**src/rsa_map_pkg.sv**
```systemverilog
package rsa_map_pkg;

  // Which operand bank a load writes.
  typedef enum logic {
    TGT_A = 1'b0,
    TGT_M = 1'b1
  } tgt_e;

  // How a buffer word is placed into the bank.
  typedef enum logic [1:0] {
    DIR_IDLE = 2'b00, // Clear the bank.
    DIR_POS  = 2'b01, // Straight copy.
    DIR_NEG  = 2'b10, // Lane-reversed.
    DIR_HALF = 2'b11  // One half into the low lanes.
  } dir_e;

endpackage

```
**src/rsa_ctrl_if.sv**
```systemverilog
`timescale 1ns/1ps

interface rsa_ctrl_if #(
  parameter int DEPTH = 64
);

  logic                     rd_en;
  logic [$clog2(DEPTH)-1:0] rd_addr;

  logic                     map_vld;
  rsa_map_pkg::tgt_e        map_tgt;
  rsa_map_pkg::dir_e        map_dir;
  logic                     map_half;

  logic                     mac_en;
  logic                     mac_clr;

  modport ctrl (output rd_en, rd_addr, map_vld, map_tgt, map_dir, map_half, mac_en, mac_clr);
  modport bufp (input rd_en, rd_addr);
  modport dp   (input map_vld, map_tgt, map_dir, map_half, mac_en, mac_clr);

endinterface

```
**src/rsa_mac_array.sv**
```systemverilog
`timescale 1ns/1ps

module rsa_mac_array #(
  parameter int LANES = 4,
  parameter int DW    = 16,
  parameter int ACC_W = 36
) (
  input  logic                          clk,
  input  logic                          sys_rst,
  input  logic signed [LANES*DW-1:0]    i_a_bank,
  input  logic signed [LANES*DW-1:0]    i_m_bank,
  rsa_ctrl_if.dp                        dp,
  output logic signed [LANES*ACC_W-1:0] o_acc,
  output logic                          o_acc_vld
);

  logic signed [2*DW-1:0] prod [LANES];

  for (genvar i = 0; i < LANES; i++) begin : g_lane
    assign prod[i] = $signed(i_a_bank[i*DW +: DW]) * $signed(i_m_bank[i*DW +: DW]);
  end

  // Wraps at ACC_W.
  always_ff @(posedge clk) begin
    if (sys_rst) begin
      o_acc <= '0;
    end else if (dp.mac_en) begin
      for (int i = 0; i < LANES; i++) begin
        o_acc[i*ACC_W +: ACC_W] <= (dp.mac_clr ? '0 : o_acc[i*ACC_W +: ACC_W])
                                   + ACC_W'(prod[i]);
      end
    end
  end

  always_ff @(posedge clk) begin
    if (sys_rst) begin
      o_acc_vld <= 1'b0;
    end else begin
      o_acc_vld <= dp.mac_en;
    end
  end

  a_vld_follow: assert property (@(posedge clk) disable iff (sys_rst)
    dp.mac_en |=> o_acc_vld)
    else $error("rsa_mac_array: o_acc_vld missing after mac_en");

  a_vld_cause: assert property (@(posedge clk) disable iff (sys_rst)
    o_acc_vld |-> $past(dp.mac_en))
    else $error("rsa_mac_array: o_acc_vld without mac_en");

endmodule

```
**src/flat_wrapper.sv**
```systemverilog
// flat-port wrapper written by rule: the top's interface ports become plain ports
module rsa_mac_array_flat 
#(
  parameter int LANES = 4,
  parameter int DW    = 16,
  parameter int ACC_W = 36
)
  (clk, sys_rst, i_a_bank, i_m_bank, o_acc, o_acc_vld, dp_map_vld, dp_map_tgt, dp_map_dir, dp_map_half, dp_mac_en, dp_mac_clr);
  rsa_ctrl_if dp_i ();
  input  logic clk;
  input  logic sys_rst;
  input  logic signed [LANES*DW-1:0] i_a_bank;
  input  logic signed [LANES*DW-1:0] i_m_bank;
  output logic signed [LANES*ACC_W-1:0] o_acc;
  output logic o_acc_vld;
  input wire logic [$bits(dp_i.map_vld)-1:0] dp_map_vld;
  input wire logic [$bits(dp_i.map_tgt)-1:0] dp_map_tgt;
  input wire logic [$bits(dp_i.map_dir)-1:0] dp_map_dir;
  input wire logic [$bits(dp_i.map_half)-1:0] dp_map_half;
  input wire logic [$bits(dp_i.mac_en)-1:0] dp_mac_en;
  input wire logic [$bits(dp_i.mac_clr)-1:0] dp_mac_clr;
  assign dp_i.map_vld = dp_map_vld;
  assign dp_i.map_tgt = dp_map_tgt;
  assign dp_i.map_dir = dp_map_dir;
  assign dp_i.map_half = dp_map_half;
  assign dp_i.mac_en = dp_mac_en;
  assign dp_i.mac_clr = dp_mac_clr;
  rsa_mac_array #(.LANES(LANES), .DW(DW), .ACC_W(ACC_W)) u_core (.clk(clk), .sys_rst(sys_rst), .i_a_bank(i_a_bank), .i_m_bank(i_m_bank), .dp(dp_i), .o_acc(o_acc), .o_acc_vld(o_acc_vld));
endmodule
```
**config.mk**
```make
export PLATFORM = sky130hd
export DESIGN_NAME = rsa_mac_array_flat
export DESIGN_NICKNAME = d
export VERILOG_FILES = /design/src/rsa_map_pkg.sv /design/src/rsa_ctrl_if.sv /design/src/rsa_mac_array.sv /design/src/flat_wrapper.sv
export SDC_FILE = /design/constraint.sdc
export NUM_CORES = 2
export LEC_CHECK = 0
export BUFFER_PORTS_ARGS = -buffer_cell sky130_fd_sc_hd__buf_2
export CORE_ASPECT_RATIO = 0.7
export CORE_UTILIZATION = 50
export DETAILED_ROUTE_END_ITERATION = 8
export MAX_ROUTING_LAYER = met4
export PLACE_DENSITY = 0.67
export SETUP_SLACK_MARGIN = 0.05
export SLEW_MARGIN = 30
export SYNTH_ARGS = -nofsm -noshare
export SYNTH_HDL_FRONTEND = slang
export SYNTH_SLANG_ARGS = --single-unit
```
**constraint.sdc**
```tcl
create_clock -name clk -period 20.5 [get_ports clk]
set_clock_uncertainty 0.15 [all_clocks]
set_input_delay 0 -clock clk [delete_from_list [all_inputs] [get_ports clk]]
set_output_delay 0 -clock clk [all_outputs]
set_load 0.03 [all_outputs]
```
==> impl_metrics.env <==
export IMPL_die_y_um=270
export IMPL_syn_area_um2=51400
export IMPL_ios=282
export IMPL_finalSetupTns_ns=0
export IMPL_critPathSlowestCell="fa_1"
export IMPL_min_delay_start="i_m_bank[16]"
export IMPL_syn_avg_cell_area_um2=8.84
export IMPL_cp_start_kind="input pin"
export IMPL_fillers=9465
export IMPL_critical_path_class="in2reg"
export IMPL_start_util=0.504
export IMPL_postCtsSetupRepairBufs=0
export IMPL_critical_path_required_ns=20.76
export IMPL_cts_root_buf="clkbuf_16"
export IMPL_synth_area_leader_cell="fa_1"
export IMPL_wirelength_mm=126
export IMPL_syn2layout_area_growth_pct=5.98
export IMPL_r2r_start="u_core.o_acc[0]$_SDFFE_PP0P_"
export IMPL_hold_viol=0
export IMPL_whs_endpoint="u_core.o_acc[36]$_SDFFE_PP0P_"
export IMPL_hold_path_cell_count=5
export IMPL_grt_pass1_vias=39300
export IMPL_cts_resized=0
export IMPL_clockBufferDepth=2
export IMPL_worst_r2r_path_depth=14
export IMPL_period_share=0.406
export IMPL_vias=38600
export IMPL_clkTransAtPathRegs_ns=0.08
export IMPL_dr_first_iter_drc_count=2185
export IMPL_synth_area_leaders="fa_1 (41%), ha_1 (11%), inv_1 (8.8%)"
export IMPL_async_flop_share=0
export IMPL_reg2reg_to="u_core.o_acc[32]$_SDFFE_PP0P_"
export IMPL_drive_gt1_frac=0.0600
export IMPL_post_synth_top_area_fraction=0.410
export IMPL_grt_use_total=0.260
export IMPL_cts_buffers=17
export IMPL_core_um2=102000
export IMPL_cts_tree="yes"
export IMPL_endpoint_kind="flop"
export IMPL_io_buffers=276
export IMPL_hold_buffers=3
export IMPL_slew_headroom=0.372
export IMPL_grt_overflow=0
export IMPL_drcViolationCount=0
export IMPL_die_area_um2=104000
export IMPL_drv_cap=0
export IMPL_period_minus_slack_ns=8.33
export IMPL_grt_max_degree=74
export IMPL_vias_per_cell=5.29
export IMPL_max_stage_delay_ns=0.59
export IMPL_synthesis_nets=7477
export IMPL_final_antenna_net_count=0
export IMPL_clk_latency_ns=0.48
export IMPL_arrival_ns=8.59
export IMPL_synth_cell_types=87
export IMPL_status="completed"
export IMPL_ys_flop_type="dfxtp_1"
export IMPL_htreeDepth=4
export IMPL_grt_pass1_wl_mm=209
export IMPL_antenna_found_initial=0
export IMPL_yosysSeqAreaShare=0.0565
export IMPL_die_x_um=385
export IMPL_worstMarginPinSlew_ns=0.940
export IMPL_drv_slew=0
export IMPL_crit_top_cell="fa_1"
export IMPL_setup_viol=0
export IMPL_worstPathMaxFanout=16
export IMPL_hp_class="in2reg"
export IMPL_rsz0062_at_grt="no"
export IMPL_yosys_warnings=0
export IMPL_syn_inst=5816
export IMPL_wl_per_cell_um=17.2
export IMPL_fin_nets=7597
export IMPL_yosysMostFrequentCell="inv_1"
export IMPL_first_pass_iters=5
export IMPL_fmax_mhz=120
export IMPL_dp_hpwl_mm=104
export IMPL_clkSinkCount=145
export IMPL_rows=98
export IMPL_synth_edf_count=0
export IMPL_rrSetupSlack_ns=16.20
export IMPL_place_congestion=0.901
export IMPL_yosys_top_cells_count="inv_1 (1207), fa_1 (1052), nand2_1 (585), and2_1 (495), ha_1 (472)"
export IMPL_synth_seq_cells=145
[sequential cells by signal, indices dropped and copies added (netlist names)]
register	count
u_core.o_acc_vld	1
u_core.o_acc	144
[how the worst max path moves through the flow]
stage / depth (start not counted) / startpoint / endpoint / slack, ns
final: 28 / i_m_bank[33] / u_core.o_acc[107]$_SDFFE_PP0P_ / 12.17
after floorplan: 33 / i_m_bank[17] / u_core.o_acc[71]$_SDFFE_PP0P_ / 12.62
after detailed placement: 28 / i_a_bank[41] / u_core.o_acc[107]$_SDFFE_PP0P_ / 11.90
after global placement: 29 / i_a_bank[39] / u_core.o_acc[107]$_SDFFE_PP0P_ / 11.91
after global routing: 28 / i_m_bank[33] / u_core.o_acc[107]$_SDFFE_PP0P_ / 11.84
after CTS: 28 / i_a_bank[41] / u_core.o_acc[107]$_SDFFE_PP0P_ / 12.34
[through the flow]
step	instances	setup slack [ns]	instance area, um2	hold WS [ns]	util
after floorplan	5816	12.62	51400	0.0691	-
after global placement	7263	11.91	53900	0.292	0.528
after detailed placement	7263	11.90	53900	0.304	0.528
after CTS	7298	12.34	54500	0.0358	0.534
after global routing	7299	11.84	54500	0.0936	0.534
final	7301	12.17	54500	0.0722	0.534
[per-layer routing]
metal  up-vias  global-route usage  part of all wire
li1      18100                   -                 -
met1     19400               0.380              0.48
met2       992               0.380              0.44
met3       106              0.0452             0.068
met4         0              0.0482             0.016
met5         -                   -                 0
[critical path, delay by kind of cell]
kind	cells	cell delay, ns
buf+inv	2	0.39
xor+xnor	2	0.36
simple gates	5	0.89
fa+ha+maj	8	3.74
compound gates	11	3.20
[layout make-up]
cell class	instances	area, um2	share of cell area
antenna	2	5.00	0.0000918
clock buffer	18	439	0.00806
clock inverter	14	140	0.00257
inverter	1209	4540	0.0833
multi-input combinational	4277	43300	0.794
sequential	145	2900	0.0533
tap	1350	1690	0.0310
timing repair buffer	286	1500	0.0275
[cell usage in the layout, fill, tap and decap left out, types with 39 or more instances in the layout]
cell type,count
a21o_1,92
a21oi_1,214
and2_1,495
buf_2,273
dfxtp_1,145
fa_1,1052
ha_1,472
inv_1,1207
mux2i_1,99
nand2_1,585
nand2b_1,51
nor2_1,291
nor2b_1,165
o21a_1,39
o21ai_0,83
o21bai_1,39
xnor2_1,214
xor2_1,49
[kinds of logic after synthesis]
kind of cell,after synthesis,share of synthesized area
AND/OR/NAND/NOR,1725,0.166
adder cells (fa/ha/maj),1524,0.524
AO/OA/AOI/OAI,664,0.0859
flip-flops,145,0.0565
XOR/XNOR,265,0.0456
multiplexers,99,0.0193
buffers and inverters,1394,0.102
Power is left out: the tool's default activity adds up to more than one toggle a clock period on the data nets, which glitch-free logic cannot reach.
