==> src/rsa_map_pkg.sv <==
package rsa_map_pkg;

  // Which operand bank a load writes.
  typedef enum logic {
    TGT_A = 1'b0,
    TGT_M = 1'b1
  } tgt_e;

  // How a buffer word is placed into the bank.
  typedef enum logic [1:0] {
    DIR_IDLE = 2'b00, // Clear the bank.
    DIR_POS  = 2'b01, // Straight copy.
    DIR_NEG  = 2'b10, // Lane-reversed.
    DIR_HALF = 2'b11  // One half into the low lanes.
  } dir_e;

endpackage

==> src/rsa_cmd_pkg.sv <==
package rsa_cmd_pkg;

  localparam int CMD_W   = 16;
  localparam int ADDR_FW = 8;

  typedef enum logic {
    OP_LOAD = 1'b0,
    OP_MAC  = 1'b1
  } op_e;

  typedef struct packed {
    op_e                    op;
    rsa_map_pkg::tgt_e      tgt;
    rsa_map_pkg::dir_e      dir;
    logic                   half; // 1 picks the upper half.
    logic [CMD_W-ADDR_FW-6:0] pad;
    logic [ADDR_FW-1:0]     addr;
  } load_cmd_t;

  typedef struct packed {
    op_e              op;
    logic             clr; // Drop old accumulator value.
    logic [CMD_W-3:0] pad;
  } mac_cmd_t;

  // Op sits in the top bit of both views.
  typedef union packed {
    load_cmd_t ld;
    mac_cmd_t  mac;
  } rsa_cmd_u;

endpackage

==> src/rsa_ctrl_if.sv <==
`timescale 1ns/1ps

interface rsa_ctrl_if #(
  parameter int DEPTH = 64
);

  logic                     rd_en;
  logic [$clog2(DEPTH)-1:0] rd_addr;

  logic                     map_vld;
  rsa_map_pkg::tgt_e        map_tgt;
  rsa_map_pkg::dir_e        map_dir;
  logic                     map_half;

  logic                     mac_en;
  logic                     mac_clr;

  modport ctrl (output rd_en, rd_addr, map_vld, map_tgt, map_dir, map_half, mac_en, mac_clr);
  modport bufp (input rd_en, rd_addr);
  modport dp   (input map_vld, map_tgt, map_dir, map_half, mac_en, mac_clr);

endinterface

==> src/rsa_ctrl.sv <==
`timescale 1ns/1ps

module rsa_ctrl #(
  parameter int DEPTH = 64
) (
  input  logic                  clk,
  input  logic                  sys_rst,
  input  logic                  i_cmd_vld,
  input  rsa_cmd_pkg::rsa_cmd_u i_cmd,
  rsa_ctrl_if.ctrl              ctl
);

  localparam int AW = $clog2(DEPTH);

  logic                  s1_vld;
  rsa_cmd_pkg::rsa_cmd_u s1_cmd;
  logic                  s2_mac;
  logic                  s2_clr;

  // Stage 1: issue the buffer read and keep a copy of the command.
  always_ff @(posedge clk) begin
    if (sys_rst) begin
      ctl.rd_en <= 1'b0;
      s1_vld    <= 1'b0;
    end else begin
      ctl.rd_en <= i_cmd_vld && (i_cmd.ld.op == rsa_cmd_pkg::OP_LOAD);
      s1_vld    <= i_cmd_vld;
    end
  end

  always_ff @(posedge clk) begin
    s1_cmd <= i_cmd;
    if (i_cmd_vld && i_cmd.ld.op == rsa_cmd_pkg::OP_LOAD) begin
      ctl.rd_addr <= i_cmd.ld.addr[AW-1:0]; // Truncated to buffer range.
    end
  end

  // Stage 2: map fields line up with the buffer output.
  always_ff @(posedge clk) begin
    if (sys_rst) begin
      ctl.map_vld <= 1'b0;
      s2_mac      <= 1'b0;
    end else begin
      ctl.map_vld <= s1_vld && (s1_cmd.ld.op == rsa_cmd_pkg::OP_LOAD);
      s2_mac      <= s1_vld && (s1_cmd.mac.op == rsa_cmd_pkg::OP_MAC);
    end
  end

  always_ff @(posedge clk) begin
    ctl.map_tgt  <= s1_cmd.ld.tgt;
    ctl.map_dir  <= s1_cmd.ld.dir;
    ctl.map_half <= s1_cmd.ld.half;
    s2_clr       <= s1_cmd.mac.clr;
  end

  // Stage 3: MAC fires after every older load has hit its bank.
  always_ff @(posedge clk) begin
    if (sys_rst) begin
      ctl.mac_en <= 1'b0;
    end else begin
      ctl.mac_en <= s2_mac;
    end
  end

  always_ff @(posedge clk) begin
    ctl.mac_clr <= s2_clr;
  end

  a_addr_range: assert property (@(posedge clk) disable iff (sys_rst)
    (i_cmd_vld && i_cmd.ld.op == rsa_cmd_pkg::OP_LOAD) |-> (int'(i_cmd.ld.addr) < DEPTH))
    else $error("rsa_ctrl: load address %0d beyond DEPTH %0d", i_cmd.ld.addr, DEPTH);

  a_rd_after_rst: assert property (@(posedge clk) sys_rst |=> !ctl.rd_en)
    else $error("rsa_ctrl: rd_en high right after reset");

endmodule

==> src/flat_wrapper.sv <==
// flat-port wrapper written by rule: the top's interface ports become plain ports
module rsa_ctrl_flat 
#(
  parameter int DEPTH = 64
)
  (clk, sys_rst, i_cmd_vld, i_cmd, ctl_rd_en, ctl_rd_addr, ctl_map_vld, ctl_map_tgt, ctl_map_dir, ctl_map_half, ctl_mac_en, ctl_mac_clr);
  rsa_ctrl_if #(.DEPTH(DEPTH)) ctl_i ();
  input  logic clk;
  input  logic sys_rst;
  input  logic i_cmd_vld;
  input  rsa_cmd_pkg::rsa_cmd_u i_cmd;
  output wire logic [$bits(ctl_i.rd_en)-1:0] ctl_rd_en;
  output wire logic [$bits(ctl_i.rd_addr)-1:0] ctl_rd_addr;
  output wire logic [$bits(ctl_i.map_vld)-1:0] ctl_map_vld;
  output wire logic [$bits(ctl_i.map_tgt)-1:0] ctl_map_tgt;
  output wire logic [$bits(ctl_i.map_dir)-1:0] ctl_map_dir;
  output wire logic [$bits(ctl_i.map_half)-1:0] ctl_map_half;
  output wire logic [$bits(ctl_i.mac_en)-1:0] ctl_mac_en;
  output wire logic [$bits(ctl_i.mac_clr)-1:0] ctl_mac_clr;
  assign ctl_rd_en = ctl_i.rd_en;
  assign ctl_rd_addr = ctl_i.rd_addr;
  assign ctl_map_vld = ctl_i.map_vld;
  assign ctl_map_tgt = ctl_i.map_tgt;
  assign ctl_map_dir = ctl_i.map_dir;
  assign ctl_map_half = ctl_i.map_half;
  assign ctl_mac_en = ctl_i.mac_en;
  assign ctl_mac_clr = ctl_i.mac_clr;
  rsa_ctrl #(.DEPTH(DEPTH)) u_core (.clk(clk), .sys_rst(sys_rst), .i_cmd_vld(i_cmd_vld), .i_cmd(i_cmd), .ctl(ctl_i));
endmodule
==> config.mk <==
export PLATFORM = sky130hd
export DESIGN_NAME = rsa_ctrl_flat
export DESIGN_NICKNAME = d
export VERILOG_FILES = /design/src/rsa_map_pkg.sv /design/src/rsa_cmd_pkg.sv /design/src/rsa_ctrl_if.sv /design/src/rsa_ctrl.sv /design/src/flat_wrapper.sv
export SDC_FILE = /design/constraint.sdc
export NUM_CORES = 1
export LEC_CHECK = 0
export ABC_AREA = 1
export BUFFER_PORTS_ARGS = -buffer_cell sky130_fd_sc_hd__buf_2
export CORE_MARGIN = 5
export CORE_UTILIZATION = 41
export DETAILED_ROUTE_END_ITERATION = 10
export HOLD_SLACK_MARGIN = 0.02
export PLACE_DENSITY = 0.8
export SETUP_SLACK_MARGIN = 0.3
export SLEW_MARGIN = 10
export SYNTH_ARGS = -nofsm -noshare
export SYNTH_HDL_FRONTEND = slang
export SYNTH_SLANG_ARGS = --single-unit
==> constraint.sdc <==
create_clock -name clk -period 2.3 [get_ports clk]
set_input_delay 0.46 -clock clk [delete_from_list [all_inputs] [get_ports clk]]
set_output_delay 0.46 -clock clk [all_outputs]
set_load 0.02 [all_outputs]
==> results of run 1 <==
[area by class of cell]
| cell class | count | area share, % |
|---|---|---|
| clock buffers | 4 | 3.68 |
| inverters | 4 | 2.11 |
| multi-input cells | 8 | 5.26 |
| flip-flops and latches | 21 | 67.4 |
| well taps | 15 | 2.63 |
| repair buffers | 27 | 18.9 |
[synthesized netlist by cell type]
| master | number |
|---|---|
| dfxtp_1 | 15 |
| nand2_1 | 2 |
| nor2_1 | 3 |
| inv_2 | 1 |
| nand2_2 | 1 |
| inv_1 | 3 |
| edfxtp_1 | 6 |
| nor2_2 | 2 |
[power breakdown]
group	total (mW)	switching, mW	internal [mW]
combinational	0.0477	0.0296	0.0181
sequential	0.404	0.00432	0.400
clock	0.168	0.100	0.0673
total	0.620	0.134	0.486
[final timing paths]
check	from	to	slack, ns	cells past startpoint
worst max-delay path	u_core.ctl.rd_addr[4]	ctl_rd_addr[4]	1.01	1
worst min-delay path	i_cmd[13]	u_core.s1_cmd[13]	0.26	1
worst max register to register	u_core.s1_cmd[15]	u_core.s2_mac	1.76	2
worst min register to register	u_core.s1_cmd[11]	u_core.ctl.map_half	0.34	0
[metrics by stage]
stage	power [mW]	setup WS, ns	std cells	hold WS (ns)	cell area [um2]
2_1_floorplan	0.436	1.18	33	0.310	533
3_3_place_gp	0.460	0.993	75	0.313	687
3_5_place_dp	0.462	0.962	75	0.312	687
4_1_cts	0.629	0.993	79	0.249	713
5_1_grt	0.650	0.968	79	0.242	713
6_report	0.620	1.01	79	0.261	713
[layer usage]
metal / share of wire, % / vias up
met3: 18 / 2
li1: - / 162
met4: 2.1 / 0
met1: 34 / 144
met5: 0 / -
met2: 46 / 19
[kinds of logic after synthesis]
family	after synthesis
DFF	21
and+or+nand+nor	8
buffers and inverters	4
==> run metrics, run 1 <==
Post-Synth XOR/XNOR Area=0%; setup TNS=0 ns; HPWL Detailed=648 um; post-synth cell types=8; Largest delay share family, worst path=flip-flops; Largest regs=u_core.ctl.rd_addr: 6 flops, u_core.s1_cmd: 5 flops, u_core.ctl.map_dir: 2 flops; sequential-to-total area share from yosys stat=90.1%; max FFs per register=6; fillers=110; FF+latch count, synth=21; Buffers & Inverters on Critical Path=1; Setup Crit Path Kind=reg2out; CP max stage delay=0.37 ns; die area=2120 um2; CP cell instances=buf_2; GR met3 Demand/Resource=3.52%; Synth Area in Compound Gates=0%; Synth Area in Simple Gates=7.04%; Initial Utilization=42.0%; commonest non-fill, non-tap cell in the layout=buf_2; status=finished clean; Placeable Area=1270 um2; minimum clock period=1.29 ns; mapped cell area=533 um2; total CTS buffers=3; crit start category=flip-flop; Critical Path RT=1.84 ns; Post-CTS Resized=0; CTS tree=built; GP Congestion=0.641; Worst-Skew Late Latency=0.29 ns; DRT Pass-1 Iters=4; Syn Nets=52; Layout Utilization=56.2%; H-tree depth=1; final slew viol count=0; Peak supply drop=580 uV; Setup Viol. Count Final=0; clk sinks=21; post-synth top area share=56.3%; Avg Cell Area, Syn=16.2 um2; Worst Max-Slew Pin Slew=0.461 ns; count of final hold-check violations=0; largest net degree at the start of global routing=12; port buffer count=27; fmax=777 MHz; Final ANT Viol Nets=0; IO Pins=33; worst-path maximum fanout=1; total grt overflow=0; Setup Skew=0.000626 ns; area grow syn2layout=33.8%; clock-pin slew on the worst setup and hold paths=0.11 ns; die height=46.1 um; die width=46.1 um; post-CTS setup buffers=0; cells after synthesis=33; P_leak=0.340 nW; gr usage total=8.50%; Hold Crit Class=in2reg; share of cells above drive strength 1=53.1%; Most flops, register=u_core.ctl.rd_addr; Std-Cell Rows=13; diode count=0; FF/Latch Area=480 um2; GR met2 Demand/Resource=12.9%; CTS root buffer=clkbuf_4; largest family of logic cells by synthesized area=simple AND/OR/NAND/NOR gates; CTS Hold Bufs=0; number of antenna violations at the first check in global routing=0; max-cap viol count=0; area of the multi-input gates=37.5 um2; Rel. slew slack=69.1%; adder-cell area share of the yosys netlist=0%; first-pass GRT wire length=1230 um; crit end category=output pin; final wirelength=809 um; GRT met1 Usage=9.14%; Bufs on Longest Clock Path=2; fin crit share=55.9%; Max stage delay cell, worst path=edfxtp_1; nets@finish=84; post-DR wirelength/cell=10.2 um; routed vias=327; Residual DRC=0; drt via density=4.14; largest area contributor in the netlist=dfxtp_1; top cells by area, synth=dfxtp_1 56%, edfxtp_1 34%, nor2_2 2.3%; Power Density=869 nW/um2; most frequent cells in the layout=27 x buf_2, 15 x dfxtp_1, 6 x edfxtp_1; Detailed Route Iter0 Violations=4; RSZ-0062 raised after global routing=no; WP data arrival=0.83 ns; post-synthesis mux area share=0%; Synth Warn #=0; number of global-route vias before repair=301; GR peak layer=met2
(Power assumes the default switching activity.)
==> run 2, diff against run 1 <==
--- a/config.mk
+++ b/config.mk
@@ -8,10 +8,10 @@
 export ABC_AREA = 1
 export BUFFER_PORTS_ARGS = -buffer_cell sky130_fd_sc_hd__buf_2
 export CORE_MARGIN = 5
-export CORE_UTILIZATION = 41
+export CORE_UTILIZATION = 35
 export DETAILED_ROUTE_END_ITERATION = 10
 export HOLD_SLACK_MARGIN = 0.02
-export PLACE_DENSITY = 0.8
+export PLACE_DENSITY = 0.73
 export SETUP_SLACK_MARGIN = 0.3
 export SLEW_MARGIN = 10
 export SYNTH_ARGS = -nofsm -noshare
==> constraint.sdc (replaced) <==
create_clock -name clk -period 1.05 [get_ports clk]
set_input_delay 0.21 -clock clk [delete_from_list [all_inputs] [get_ports clk]]
set_output_delay 0.21 -clock clk [all_outputs]
set_load 0.02 [all_outputs]
==> run 2 against run 1 <==
Flip-flop and latch count stayed put. Largest power group unchanged. Critical endpoint is now ctl_rd_addr[5]. Largest cell class unchanged. Worst hold slack got worse by 0.18 ns. Register-to-register slack got worse by 1.3 ns. Power grew 130%. Non-clock buffer count increased by 4. Die area grew 13%. Clock skew is 0.0044 ns higher.
==> run metrics, run 2 (synthesized netlist as in run 1, its figures left out) <==
Setup Viol. Count Final=0; Buffers & Inverters on Critical Path=1; most frequent cells in the layout=14 x buf_2, 13 x buf_6, 8 x dfxtp_2; Largest delay share family, worst path=flip-flops; final slew viol count=0; Most flops, register=u_core.ctl.rd_addr; first-pass GRT wire length=1420 um; fmax=963 MHz; die area=2400 um2; port buffer count=27; Hold Crit Class=in2reg; Placeable Area=1470 um2; diode count=0; Std-Cell Rows=14; Final ANT Viol Nets=0; post-DR wirelength/cell=9.96 um; fillers=125; P_leak=0.385 nW; gr usage total=7.81%; IO Pins=33; Bufs on Longest Clock Path=2; Initial Utilization=36.2%; number of global-route vias before repair=345; worst-path maximum fanout=1; setup TNS=0 ns; H-tree depth=1; WP data arrival=0.83 ns; CTS tree=built; count of final hold-check violations=0; largest net degree at the start of global routing=13; crit end category=output pin; dpl cells=76; Rel. slew slack=87.8%; CP max stage delay=0.39 ns; Largest regs=u_core.ctl.rd_addr: 6 flops, u_core.s1_cmd: 5 flops, u_core.ctl.map_dir: 2 flops; clk sinks=21; total CTS buffers=3; CTS root buffer=clkbuf_4; pre-CTS setup slack=0.196 ns; area grow syn2layout=60.3%; fin area=855 um2; dpl cell area=696 um2; RSZ-0062 raised after global routing=yes; total power=1.41 mW; fin crit share=98.9%; max FFs per register=6; max-cap viol count=0; DRT Pass-1 Iters=1; Residual DRC=0; FF/Latch Area=490 um2; Layout Utilization=58.1%; number of antenna violations at the first check in global routing=0; clock-pin slew on the worst setup and hold paths=0.11 ns; Detailed Route Iter0 Violations=0; Setup Crit Path Kind=reg2out; post-CTS setup buffers=0; die width=49.0 um; routed vias=342; crit start category=flip-flop; drt via density=4.07; Max stage delay cell, worst path=edfxtp_1; CP cell instances=buf_6; share of cells above drive strength 1=64.7%; Peak supply drop=789 uV; final wirelength=837 um; Worst-Skew Late Latency=0.29 ns; total grt overflow=0; GP Congestion=0.579; area of the multi-input gates=45.0 um2; Power Density=1640 nW/um2; die height=49.0 um; commonest non-fill, non-tap cell in the layout=buf_2; Setup Skew=0.00499 ns; Worst Max-Slew Pin Slew=0.182 ns; post-route insts no fill=84; HPWL Detailed=682 um; post-layout worst setup margin=0.0112 ns; minimum clock period=1.04 ns; status=finished clean; hold slack=0.0814 ns; Critical Path RT=0.84 ns; nets@finish=88
[run 2: cell types whose count changed in the layout (fill, tap and decap cells not counted), sizes merged]
cell	change
dlygate4sd3	+4
clkinv	+1
clkbuf	-1
[run 2: what timing repair did]
item,in CTS,in global routing
endpoints found under the setup margin,14,14
hold endpoints to repair,4,0
gates resized for setup,26,8
hold buffers,4,0
[run 2: cell type report]
type / count / area share (%)
clock inverter: 1 / 0.586
timing repair buffer: 31 / 30.0
sequential: 21 / 57.4
clock buffer: 3 / 2.64
tap: 16 / 2.34
inverter: 4 / 1.76
multi-input combinational: 8 / 5.27
[run 2: where the power goes]
group	internal [mW]	switching, mW	total [mW]	leakage (nW)
Combinational	0.0802	0.0685	0.149	0.185
Sequential	0.879	0.0160	0.895	0.183
Clock	0.142	0.219	0.361	0.0177
Total	1.10	0.304	1.41	0.385
[run 2: final timing paths]
check                         from               endpoint  slack [ns]  depth (start not counted)
max          u_core.ctl.rd_addr[5]         ctl_rd_addr[5]        0.01                          1
min reg2reg      u_core.s1_cmd[11]    u_core.ctl.map_half        0.33                          0
max reg2reg      u_core.s1_cmd[15]          u_core.s2_mac        0.51                          2
min                       i_cmd[5]  u_core.ctl.rd_addr[5]        0.08                          1
[run 2: metal layers]
| metal | up-vias | GRT usage (%) | routed length (um) |
|---|---|---|---|
| met5 | - | 0 | 0 |
| met2 | 22 | 12.0 | 371 |
| met3 | 4 | 4.28 | 110 |
| li1 | 172 | - | - |
| met4 | 0 | 6.73 | 27 |
| met1 | 144 | 7.47 | 327 |
